==> src/vdec_hs_pkg.sv <==
package vdec_hs_pkg;

    // ----------------------------------------
    // job format and data widths
    // ----------------------------------------
    typedef enum logic [1:0] {
        mode_part1,     // hs-scch part 1, serving or non-serving
        mode_part2,     // hs-scch part 2, serving or non-serving
        mode_agch       // e-agch
    } hs_mode_e;

    typedef logic [9:0]  sys_addr_t;    // soft-symbol word address
    typedef logic [5:0]  blk_len_t;     // block length incl. tail, or crc length
    typedef logic [28:0] dec_bits_t;    // bit 0 is first decoded bit
    typedef logic [15:0] ue_mask_t;
    typedef logic [7:0]  part1_info_t;
    typedef logic [36:0] check_bits_t;

    // ----------------------------------------
    // format lengths
    // ----------------------------------------
    localparam blk_len_t PART1_BLK_LEN   = 6'd15;  // 8 info + 7 tail
    localparam blk_len_t PART2_BLK_LEN   = 6'd36;  // 29 + 7
    localparam blk_len_t AGCH_BLK_LEN    = 6'd29;  // 22 + 7

    localparam blk_len_t PART2_CHECK_LEN = 6'd37;  // 21 info + 16 parity
    localparam blk_len_t AGCH_CHECK_LEN  = 6'd22;  // 6 info + 16 parity

    // x^16 + x^12 + x^5 + 1
    localparam logic [15:0] CRC16_POLY = 16'h1021;

    // ----------------------------------------
    // soft-symbol base addresses
    // ----------------------------------------
    localparam sys_addr_t HS_BASE_LO   = 10'h000;  // sel 0..7
    localparam sys_addr_t HS_BASE_HI   = 10'h160;  // sel 8..15
    localparam sys_addr_t HS_BASE_STEP = 10'h020;

    // part 2 symbols follow part 1 in the same slot
    localparam sys_addr_t PART2_OFFSET = 10'h00A;

    localparam sys_addr_t NS_BASE0     = 10'h120;
    localparam sys_addr_t NS_BASE1     = 10'h140;

    localparam sys_addr_t AGCH_BASE0   = 10'h100;
    localparam sys_addr_t AGCH_BASE1   = 10'h110;

endpackage
==> src/vdec_hs.sv <==
module vdec_hs (
    input  logic                   clk,
    input  logic                   rst_n,
    // host starts
    input  logic                   start_part1,
    input  logic                   start_part2,
    input  logic                   start_ns_part1,
    input  logic                   start_ns_part2,
    input  logic                   start_agch,
    // selects and masks
    input  logic                   hsscch_ca_sel,
    input  logic                   hsscch_pp_sel,
    input  logic [1:0]             hsscch_ch_sel,
    input  logic                   hsscch_uemask2_sel,
    input  vdec_hs_pkg::ue_mask_t  hsscch_uemask,
    input  logic                   ns_hsscch_sel,
    input  vdec_hs_pkg::ue_mask_t  ns_hsscch_uemask,
    input  logic                   agch_sel,
    input  vdec_hs_pkg::ue_mask_t  agch_uemask1,
    input  vdec_hs_pkg::ue_mask_t  agch_uemask2,
    // status and results
    output logic                   busy,
    output logic                   done,
    output logic                   done_hsscch_part1,
    output logic                   done_hsscch_part2,
    output logic                   done_ns_hsscch_part1,
    output logic                   done_ns_hsscch_part2,
    output logic                   done_agch,
    output logic                   agch_crc1,
    output logic                   agch_crc2,
    output logic                   vdec_crc,
    output logic [31:0]            vdec_output,
    // external viterbi core
    output logic                   dec_start,
    output vdec_hs_pkg::sys_addr_t dec_base,
    output vdec_hs_pkg::blk_len_t  dec_len,
    input  logic                   dec_done,
    input  vdec_hs_pkg::dec_bits_t dec_bits
);

    logic                     accept;
    vdec_hs_pkg::hs_mode_e    hs_mode;
    logic                     ns_type;
    logic                     crc_start;
    logic                     crc_done;
    logic                     crc_match;
    logic                     agch_pass;
    vdec_hs_pkg::check_bits_t check_bits;
    vdec_hs_pkg::blk_len_t    check_len;

    vdec_hs_job_decode job_i (
        .clk            (clk),
        .rst_n          (rst_n),
        .busy           (busy),
        .start_part1    (start_part1),
        .start_part2    (start_part2),
        .start_ns_part1 (start_ns_part1),
        .start_ns_part2 (start_ns_part2),
        .start_agch     (start_agch),
        .hsscch_ca_sel  (hsscch_ca_sel),
        .hsscch_pp_sel  (hsscch_pp_sel),
        .hsscch_ch_sel  (hsscch_ch_sel),
        .ns_hsscch_sel  (ns_hsscch_sel),
        .agch_sel       (agch_sel),
        .accept         (accept),
        .hs_mode        (hs_mode),
        .ns_type        (ns_type),
        .dec_base       (dec_base),
        .dec_len        (dec_len)
    );

    vdec_hs_ctrl ctrl_i (
        .clk                  (clk),
        .rst_n                (rst_n),
        .accept               (accept),
        .hs_mode              (hs_mode),
        .ns_type              (ns_type),
        .dec_done             (dec_done),
        .crc_done             (crc_done),
        .crc_match            (crc_match),
        .busy                 (busy),
        .dec_start            (dec_start),
        .crc_start            (crc_start),
        .agch_pass            (agch_pass),
        .done                 (done),
        .done_hsscch_part1    (done_hsscch_part1),
        .done_hsscch_part2    (done_hsscch_part2),
        .done_ns_hsscch_part1 (done_ns_hsscch_part1),
        .done_ns_hsscch_part2 (done_ns_hsscch_part2),
        .done_agch            (done_agch),
        .agch_crc1            (agch_crc1),
        .agch_crc2            (agch_crc2),
        .vdec_crc             (vdec_crc)
    );

    vdec_hs_crc_frame frame_i (
        .clk                (clk),
        .rst_n              (rst_n),
        .dec_done           (dec_done),
        .hs_mode            (hs_mode),
        .ns_type            (ns_type),
        .agch_pass          (agch_pass),
        .hsscch_ca_sel      (hsscch_ca_sel),
        .hsscch_ch_sel      (hsscch_ch_sel),
        .hsscch_uemask2_sel (hsscch_uemask2_sel),
        .dec_bits           (dec_bits),
        .hsscch_uemask      (hsscch_uemask),
        .ns_hsscch_uemask   (ns_hsscch_uemask),
        .agch_uemask1       (agch_uemask1),
        .agch_uemask2       (agch_uemask2),
        .check_bits         (check_bits),
        .check_len          (check_len)
    );

    vdec_hs_crc16 crc_i (
        .clk        (clk),
        .rst_n      (rst_n),
        .start      (crc_start),
        .check_bits (check_bits),
        .check_len  (check_len),
        .done       (crc_done),
        .match      (crc_match)
    );

    // first decoded bit lands on bit 31
    always_comb begin
        vdec_output = '0;
        for (int i = 0; i < 29; i++) begin
            vdec_output[31-i] = dec_bits[i];
        end
    end

endmodule

==> src/vdec_hs_crc16.sv <==
module vdec_hs_crc16 (
    input  logic                     clk,
    input  logic                     rst_n,
    input  logic                     start,
    input  vdec_hs_pkg::check_bits_t check_bits,
    input  vdec_hs_pkg::blk_len_t    check_len,
    output logic                     done,
    output logic                     match
);

    logic [15:0]           crc_q;
    logic [15:0]           crc_nxt;
    vdec_hs_pkg::blk_len_t cnt_q;       // bits left, also the bit pointer
    logic                  run_q;
    logic                  fb;

    // msb first, check word held stable by the controller during a pass
    assign fb      = crc_q[15] ^ check_bits[cnt_q - 6'd1];
    assign crc_nxt = {crc_q[14:0], 1'b0} ^ (fb ? vdec_hs_pkg::CRC16_POLY : 16'h0000);

    always_ff @(posedge clk or negedge rst_n) begin
        if (!rst_n) begin
            crc_q <= '0;
            cnt_q <= '0;
            run_q <= 1'b0;
            done  <= 1'b0;
            match <= 1'b0;
        end else begin
            done <= 1'b0;
            if (start) begin
                crc_q <= '0;
                cnt_q <= check_len;
                run_q <= 1'b1;
            end else if (run_q) begin
                crc_q <= crc_nxt;
                cnt_q <= cnt_q - 6'd1;
                if (cnt_q == 6'd1) begin            // last bit
                    run_q <= 1'b0;
                    done  <= 1'b1;
                    match <= (crc_nxt == 16'h0000);
                end
            end
        end
    end

endmodule

==> src/vdec_hs_crc_frame.sv <==
module vdec_hs_crc_frame (
    input  logic                     clk,
    input  logic                     rst_n,
    input  logic                     dec_done,
    input  vdec_hs_pkg::hs_mode_e    hs_mode,
    input  logic                     ns_type,
    input  logic                     agch_pass,
    input  logic                     hsscch_ca_sel,
    input  logic [1:0]               hsscch_ch_sel,
    input  logic                     hsscch_uemask2_sel,
    input  vdec_hs_pkg::dec_bits_t   dec_bits,
    input  vdec_hs_pkg::ue_mask_t    hsscch_uemask,
    input  vdec_hs_pkg::ue_mask_t    ns_hsscch_uemask,
    input  vdec_hs_pkg::ue_mask_t    agch_uemask1,
    input  vdec_hs_pkg::ue_mask_t    agch_uemask2,
    output vdec_hs_pkg::check_bits_t check_bits,
    output vdec_hs_pkg::blk_len_t    check_len
);

    localparam int NUM_SLOTS = 10;
    localparam logic [3:0] SLOT_UEMASK2 = 4'd8;
    localparam logic [3:0] SLOT_NS      = 4'd9;

    vdec_hs_pkg::part1_info_t slots [NUM_SLOTS];
    logic [3:0]               slot_idx;
    vdec_hs_pkg::ue_mask_t    hs_mask;
    vdec_hs_pkg::ue_mask_t    agch_mask;

    // ----------------------------------------
    // part-1 info store
    // ----------------------------------------
    // same index for the write after part 1 and the read during part 2
    always_comb begin
        if (ns_type) begin
            slot_idx = SLOT_NS;
        end else if (hsscch_uemask2_sel) begin
            slot_idx = SLOT_UEMASK2;
        end else begin
            slot_idx = {1'b0, hsscch_ca_sel, hsscch_ch_sel};
        end
    end

    always_ff @(posedge clk or negedge rst_n) begin
        if (!rst_n) begin
            for (int i = 0; i < NUM_SLOTS; i++) begin
                slots[i] <= '0;
            end
        end else if (dec_done && hs_mode == vdec_hs_pkg::mode_part1) begin
            slots[slot_idx] <= dec_bits[7:0];
        end
    end

    // ----------------------------------------
    // check word assembly
    // ----------------------------------------
    assign hs_mask   = ns_type ? ns_hsscch_uemask : hsscch_uemask;
    assign agch_mask = agch_pass ? agch_uemask2 : agch_uemask1;

    always_comb begin
        check_bits = '0;
        check_len  = '0;                            // part 1 is not checked
        case (hs_mode)
            vdec_hs_pkg::mode_part2: begin
                for (int i = 0; i < 16; i++) begin  // masked parity, first bit on msb
                    check_bits[36-i] = dec_bits[13+i] ^ hs_mask[15-i];
                end
                check_bits[20:8] = dec_bits[12:0];
                check_bits[7:0]  = slots[slot_idx];
                check_len        = vdec_hs_pkg::PART2_CHECK_LEN;
            end
            vdec_hs_pkg::mode_agch: begin
                for (int i = 0; i < 16; i++) begin
                    check_bits[21-i] = dec_bits[6+i] ^ agch_mask[15-i];
                end
                check_bits[5:0] = dec_bits[5:0];
                check_len       = vdec_hs_pkg::AGCH_CHECK_LEN;
            end
            default: begin
            end
        endcase
    end

endmodule

==> src/vdec_hs_ctrl.sv <==
module vdec_hs_ctrl (
    input  logic                  clk,
    input  logic                  rst_n,
    input  logic                  accept,
    input  vdec_hs_pkg::hs_mode_e hs_mode,
    input  logic                  ns_type,
    input  logic                  dec_done,
    input  logic                  crc_done,
    input  logic                  crc_match,
    output logic                  busy,
    output logic                  dec_start,
    output logic                  crc_start,
    output logic                  agch_pass,
    output logic                  done,
    output logic                  done_hsscch_part1,
    output logic                  done_hsscch_part2,
    output logic                  done_ns_hsscch_part1,
    output logic                  done_ns_hsscch_part2,
    output logic                  done_agch,
    output logic                  agch_crc1,
    output logic                  agch_crc2,
    output logic                  vdec_crc
);

    typedef enum logic [1:0] {idle, decode, check, finish} state_e;

    state_e state;
    logic   is_agch;

    assign is_agch = (hs_mode == vdec_hs_pkg::mode_agch);

    // ----------------------------------------
    // sequencing
    // ----------------------------------------
    always_ff @(posedge clk or negedge rst_n) begin
        if (!rst_n) begin
            state     <= idle;
            dec_start <= 1'b0;
            crc_start <= 1'b0;
            agch_pass <= 1'b0;
            agch_crc1 <= 1'b0;
            agch_crc2 <= 1'b0;
            vdec_crc  <= 1'b0;
        end else begin
            dec_start <= 1'b0;
            crc_start <= 1'b0;
            case (state)
                decode: begin
                    if (dec_start && is_agch) begin     // fresh agch job
                        agch_crc1 <= 1'b0;
                        agch_crc2 <= 1'b0;
                    end
                    if (dec_done) begin
                        if (hs_mode == vdec_hs_pkg::mode_part1) begin
                            state     <= finish;        // no crc on part 1
                        end else begin
                            state     <= check;
                            crc_start <= 1'b1;
                        end
                    end
                end
                check: begin
                    if (crc_done) begin
                        vdec_crc <= crc_match;
                        if (is_agch && !agch_pass) begin
                            agch_crc1 <= crc_match;
                            agch_pass <= 1'b1;          // rerun with uemask2
                            crc_start <= 1'b1;
                        end else begin
                            if (is_agch) begin
                                agch_crc2 <= crc_match;
                            end
                            state <= finish;
                        end
                    end
                end
                default: begin                          // idle or finish
                    state <= idle;
                    if (accept) begin
                        state     <= decode;
                        dec_start <= 1'b1;
                        agch_pass <= 1'b0;
                    end
                end
            endcase
        end
    end

    // ----------------------------------------
    // status and done split
    // ----------------------------------------
    assign busy = (state == decode) || (state == check);
    assign done = (state == finish);

    assign done_hsscch_part1    = done & ~ns_type & (hs_mode == vdec_hs_pkg::mode_part1);
    assign done_hsscch_part2    = done & ~ns_type & (hs_mode == vdec_hs_pkg::mode_part2);
    assign done_ns_hsscch_part1 = done &  ns_type & (hs_mode == vdec_hs_pkg::mode_part1);
    assign done_ns_hsscch_part2 = done &  ns_type & (hs_mode == vdec_hs_pkg::mode_part2);
    assign done_agch            = done & is_agch;

endmodule

==> src/vdec_hs_job_decode.sv <==
module vdec_hs_job_decode (
    input  logic                   clk,
    input  logic                   rst_n,
    input  logic                   busy,
    input  logic                   start_part1,
    input  logic                   start_part2,
    input  logic                   start_ns_part1,
    input  logic                   start_ns_part2,
    input  logic                   start_agch,
    input  logic                   hsscch_ca_sel,
    input  logic                   hsscch_pp_sel,
    input  logic [1:0]             hsscch_ch_sel,
    input  logic                   ns_hsscch_sel,
    input  logic                   agch_sel,
    output logic                   accept,
    output vdec_hs_pkg::hs_mode_e  hs_mode,
    output logic                   ns_type,
    output vdec_hs_pkg::sys_addr_t dec_base,
    output vdec_hs_pkg::blk_len_t  dec_len
);

    vdec_hs_pkg::hs_mode_e  mode_nxt;
    logic                   ns_nxt;
    logic [3:0]             hs_sel;
    vdec_hs_pkg::sys_addr_t hs_base;
    vdec_hs_pkg::sys_addr_t base_nxt;
    vdec_hs_pkg::blk_len_t  len_nxt;

    assign accept = ~busy & (start_part1 | start_part2 | start_ns_part1 |
                             start_ns_part2 | start_agch);

    // upper half of the select range sits above the agch/ns area
    assign hs_sel  = {hsscch_ca_sel, hsscch_pp_sel, hsscch_ch_sel};
    assign hs_base = (hs_sel[3] ? vdec_hs_pkg::HS_BASE_HI : vdec_hs_pkg::HS_BASE_LO)
                   + vdec_hs_pkg::sys_addr_t'(hs_sel[2:0]) * vdec_hs_pkg::HS_BASE_STEP;

    always_comb begin
        mode_nxt = vdec_hs_pkg::mode_part1;     // fixed priority order
        ns_nxt   = 1'b0;
        if (start_part1) begin
            mode_nxt = vdec_hs_pkg::mode_part1;
        end else if (start_part2) begin
            mode_nxt = vdec_hs_pkg::mode_part2;
        end else if (start_ns_part1) begin
            ns_nxt   = 1'b1;
        end else if (start_ns_part2) begin
            mode_nxt = vdec_hs_pkg::mode_part2;
            ns_nxt   = 1'b1;
        end else begin
            mode_nxt = vdec_hs_pkg::mode_agch;
        end
    end

    always_comb begin
        case (mode_nxt)
            vdec_hs_pkg::mode_agch: begin
                base_nxt = agch_sel ? vdec_hs_pkg::AGCH_BASE1 : vdec_hs_pkg::AGCH_BASE0;
                len_nxt  = vdec_hs_pkg::AGCH_BLK_LEN;
            end
            vdec_hs_pkg::mode_part2: begin
                base_nxt = (ns_nxt ? (ns_hsscch_sel ? vdec_hs_pkg::NS_BASE1
                                                    : vdec_hs_pkg::NS_BASE0)
                                   : hs_base) + vdec_hs_pkg::PART2_OFFSET;
                len_nxt  = vdec_hs_pkg::PART2_BLK_LEN;
            end
            default: begin
                base_nxt = ns_nxt ? (ns_hsscch_sel ? vdec_hs_pkg::NS_BASE1
                                                   : vdec_hs_pkg::NS_BASE0)
                                  : hs_base;
                len_nxt  = vdec_hs_pkg::PART1_BLK_LEN;
            end
        endcase
    end

    always_ff @(posedge clk or negedge rst_n) begin
        if (!rst_n) begin
            hs_mode  <= vdec_hs_pkg::mode_part1;
            ns_type  <= 1'b0;
            dec_base <= '0;
            dec_len  <= '0;
        end else if (accept) begin
            hs_mode  <= mode_nxt;
            ns_type  <= ns_nxt;
            dec_base <= base_nxt;
            dec_len  <= len_nxt;
        end
    end

endmodule

==> config.mk <==
export PLATFORM = sky130hd
export DESIGN_NAME = vdec_hs
export DESIGN_NICKNAME = d
export VERILOG_FILES = /design/src/vdec_hs_pkg.sv /design/src/vdec_hs.sv /design/src/vdec_hs_crc16.sv /design/src/vdec_hs_crc_frame.sv /design/src/vdec_hs_ctrl.sv /design/src/vdec_hs_job_decode.sv
export SDC_FILE = /design/constraint.sdc
export NUM_CORES = 1
export LEC_CHECK = 0
export ABC_AREA = 1
export BUFFER_PORTS_ARGS = -buffer_cell sky130_fd_sc_hd__buf_2
export CELL_PAD_IN_SITES_DETAIL_PLACEMENT = 0
export CELL_PAD_IN_SITES_GLOBAL_PLACEMENT = 2
export CORE_MARGIN = 4
export CORE_UTILIZATION = 34
export DETAILED_ROUTE_END_ITERATION = 10
export GPL_TIMING_DRIVEN = 0
export PLACE_DENSITY = 0.95
export SLEW_MARGIN = 20
export SYNTH_ARGS = -nofsm -noshare
export SYNTH_HDL_FRONTEND = slang
export SYNTH_HIERARCHICAL = 1
export SYNTH_SLANG_ARGS = --single-unit
==> constraint.sdc <==
create_clock -name clk -period 7.65 [get_ports clk]
set_clock_uncertainty 0.05 [all_clocks]
set_input_delay 0.765 -clock clk [delete_from_list [all_inputs] [get_ports clk]]
set_output_delay 0.765 -clock clk [all_outputs]
set_load 0.02 [all_outputs]
==> metrics.md <==
| Metric | Value |
|---|---|
| Run status | completed |
| Buf/Inv on CP | 3 |
| CTS max path bufs | 2 |
| Synth-to-layout area growth | 22.06% |
| # diodes | 0 |
| Worst R2R End | crc_i/crc_q[12] |
| Asr flop ratio synth | 100.0% |
| Area of the multi-input gates | 4229 sq um |
| Crit path required time | approximately 7.9 ns |
| Largest stage delay on the critical path | around 0.54 ns |
| Tot GR Track Use | between 10% and 20% |
| Number of port buffers | 161 |
| Die Y | around 170 um |
| Most common cell in the netlist | nand2_1 |
| WL final | 26090 um |
| Ports | between 150 and 200 |
| Pwr dens | 391.9 nW/um^2 |
| Initial Util | between 30% and 40% |
| Synth Instances | 1185 |
| Clock latency on the worst-skew pair | 0.42 ns |
| R2r startpoint | job_i/hs_mode[1] |
| Hold Slack | 0.2014 ns |
| Synth area leader | dfrtp_1 |
| Ratio of cells with drive above 1 in the final layout | between 20% and 30% |
| Final setup fails | 0 |
| TritonCTS clock tree | done |
| Leak | about 5.3 nW |
| Crit-path cells | inv_1, ha_1, clkbuf_1, clkbuf_1, o21ai_0, a21oi_1, nand2_1, nand3_1, nand3_1, nand3_1, nand3_1, nand3_2, nand2_2, nand2_1, nand3_1, nand3_1, nand2_1 |
| Sink Count | around 130 |
| F_max | 0.2968 GHz |
| DRC viols | 0 |
| Synth cell types | 48 |
| Vias in the first global route | around 7800 |
| CP delay by family, top | buffers and inverters |
| Starting DRT DRC Count | roughly 540 |
| Post-cts sizing count | 0 |
| Critical path peak fanout | 11 |
| Syn. warnings | 6 |
| Class of the most critical setup path | reg2reg |
| Hold crit path type | in2async |
| Most used cell along the critical path | nand3_1 |
| Synth Cell Area | ~8500 sq um |
| Flop2flop setup slack | about 4.3 ns |
| RSZ-0062 raised after global routing | no |
| Worst path slowest cell | clkbuf_1 |
| Register area share after synthesis | a little under two fifths |
| Die Width | between 150 and 200 um |
| Gpl congestion | around 0.86 |
| Fill count | 2630 |
| Detail Placement HPWL | ~19000 um |
| DR vias | between 8000 and 9000 |
| Gr ovfl total | 0 |
| Max-slew violation count | 0 |
| Ranking of synthesized cells by area | dfrtp_1, nand2_1, nand3_1 |
| Worst setup path endpoint | crc_i/crc_q[12] |
| Largest net degree at the start of global routing | 79 |
| Post-CTS setup buffers | 0 |
| Post-layout minimum cycle time | approximately 3.4 ns |
| Top-area cell type share of the netlist area | 37.21% |
| First-pass GRT wire length | ~42000 um |
| Synth top cells by count | nand2_1, inv_1, nand3_1, dfrtp_1, o21ai_1 |
| Post-route ant nets | 0 |
| Number of synthesized register bits | between 100 and 150 |
| Mean Syn Cell Area | around 7.2 sq um |
| Via density per instance | approximately 4.8 |
| Post-synth EDFFs | 0 |
| Ys flop type | dfrtp_1 |
| Final Hold Fails | 0 |
| Setup TNS Final | 0 ns |
| Reg clk slew, reported paths | 0.06 ns |
| Drt wl/cell | 15.29 um |
| Total Nets Final | between 1000 and 1500 |
| Arr. time, crit path | 3.62 ns |
| Reg2reg path depth | 17 |
| Clock root cell | clkbuf_16 |
| Hold buffer count at cts | 0 |
| Row cnt | 57 |
| Flip-flop and latch area | approximately 3200 sq um |
| Crit path launch type | flop |
| Slew @ Worst Pin | approximately 0.64 ns |
| Max-Cap Viols | 0 |
| Rel. slew slack | between 50% and 60% |
| CP endpoint kind | flop |
| Antenna violations before repair | 1 |
| Crit path from | job_i/hs_mode[1] |
| Total core area | about 25000 sq um |
| VDD IR max | 0.0001808 V |
| Period utilization | roughly 44% |
| Htree depth | 4 |
| DRT Pass-1 Iters | 5 |
| Num CTS Buffers | 17 |
| CP Depth | 17 |
| Die area | between 20000 and 30000 sq um |
worst min-delay path by stage:
stage / start / to / slack [ns] / depth (start not counted)
6_report: rst_n / job_i/dec_base[6] / 0.20 / 1
5_1_grt: rst_n / job_i/dec_base[6] / 0.21 / 1
3_3_place_gp: job_i/dec_len[2] / job_i/dec_len[2] / 0.40 / 1
3_5_place_dp: job_i/dec_len[2] / job_i/dec_len[2] / 0.40 / 1
4_1_cts: rst_n / job_i/dec_len[3] / 0.21 / 1
2_1_floorplan: crc_i/crc_q[12] / crc_i/crc_q[12] / 0.40 / 2
cells in the final DEF, fill, tap and decap left out, types with 31 or more instances in the layout:
master | synthesis | layout
inv_1 | 136 | 136
dfrtp_1 | 127 | 127
buf_2 | 18 | 178
nand3_1 | 129 | 129
o21ai_1 | 55 | 55
buf_4 | 44 | 44
a21oi_1 | 39 | 39
o21ai_0 | 51 | 51
mux2i_1 | 31 | 31
nand2_1 | 371 | 371
flip-flops by register name (all words and copies together), names as in the netlist:
name              cells
job_i/hs_mode         2
job_i/ns_type         1
crc_i/cnt_q           6
ctrl_i/agch_crc1      1
ctrl_i/state          2
crc_i/done            1
ctrl_i/crc_start      1
crc_i/run_q           1
crc_i/match           1
ctrl_i/vdec_crc       1
job_i/dec_len         4
ctrl_i/dec_start      1
job_i/dec_base        7
ctrl_i/agch_crc2      1
ctrl_i/agch_pass      1
frame_i/slots        80
crc_i/crc_q          16
routing by layer:
| metal | GRT usage [%] | wire length (um) |
|---|---|---|
| met5 | 0 | 7 |
| met4 | 5.407 | 418 |
| met3 | 3.863 | 1430 |
| met2 | 27.92 | 11440 |
| met1 | 27.21 | 12790 |
area by class of cell:
cell class	count	share of cell area, %
Tap cell	324	3.889
Buffer	86	5.485
Sequential cell	127	30.48
Multi-Input combinational cell	823	40.57
Inverter	152	5.497
Clock buffer	22	4.453
Timing Repair Buffer	162	8.089
Clock inverter	10	1.536
report_power, final:
part	switching [W]	total [W]	internal (W)
combinational	0.00137	0.00211	0.000743
sequential	0.000159	0.00112	0.000959
clock	0.000298	0.000859	0.000562
total	0.00182	0.00409	0.00226
logic make-up after synthesis:
logic type	count (synthesis)	synth area share, %
DFF	127	37.21
muxes	32	3.765
and+or+nand+nor	593	31.53
adders and majority gates	15	2.285
xor gates and xnor gates	4	0.4103
other	3	0.1318
buffers and inverters	238	13.40
AOI/OAI and AO/OA	173	11.27
through the flow:
step                      setup WS [ns]  power [W]  area, sq um  instances  util, %
after global routing              3.964   0.004443        10430       1706    42.49
final                             4.280   0.004085        10430       1706    42.49
after global placement            3.902   0.003210         9763       1673    39.80
after floorplan                   5.119   0.002638         8552       1188        -
after CTS                         4.228   0.004111        10430       1706    42.49
after detailed placement          4.250   0.003233         9801       1674    39.95
No activity file was read; power rests on OpenSTA's default activity.
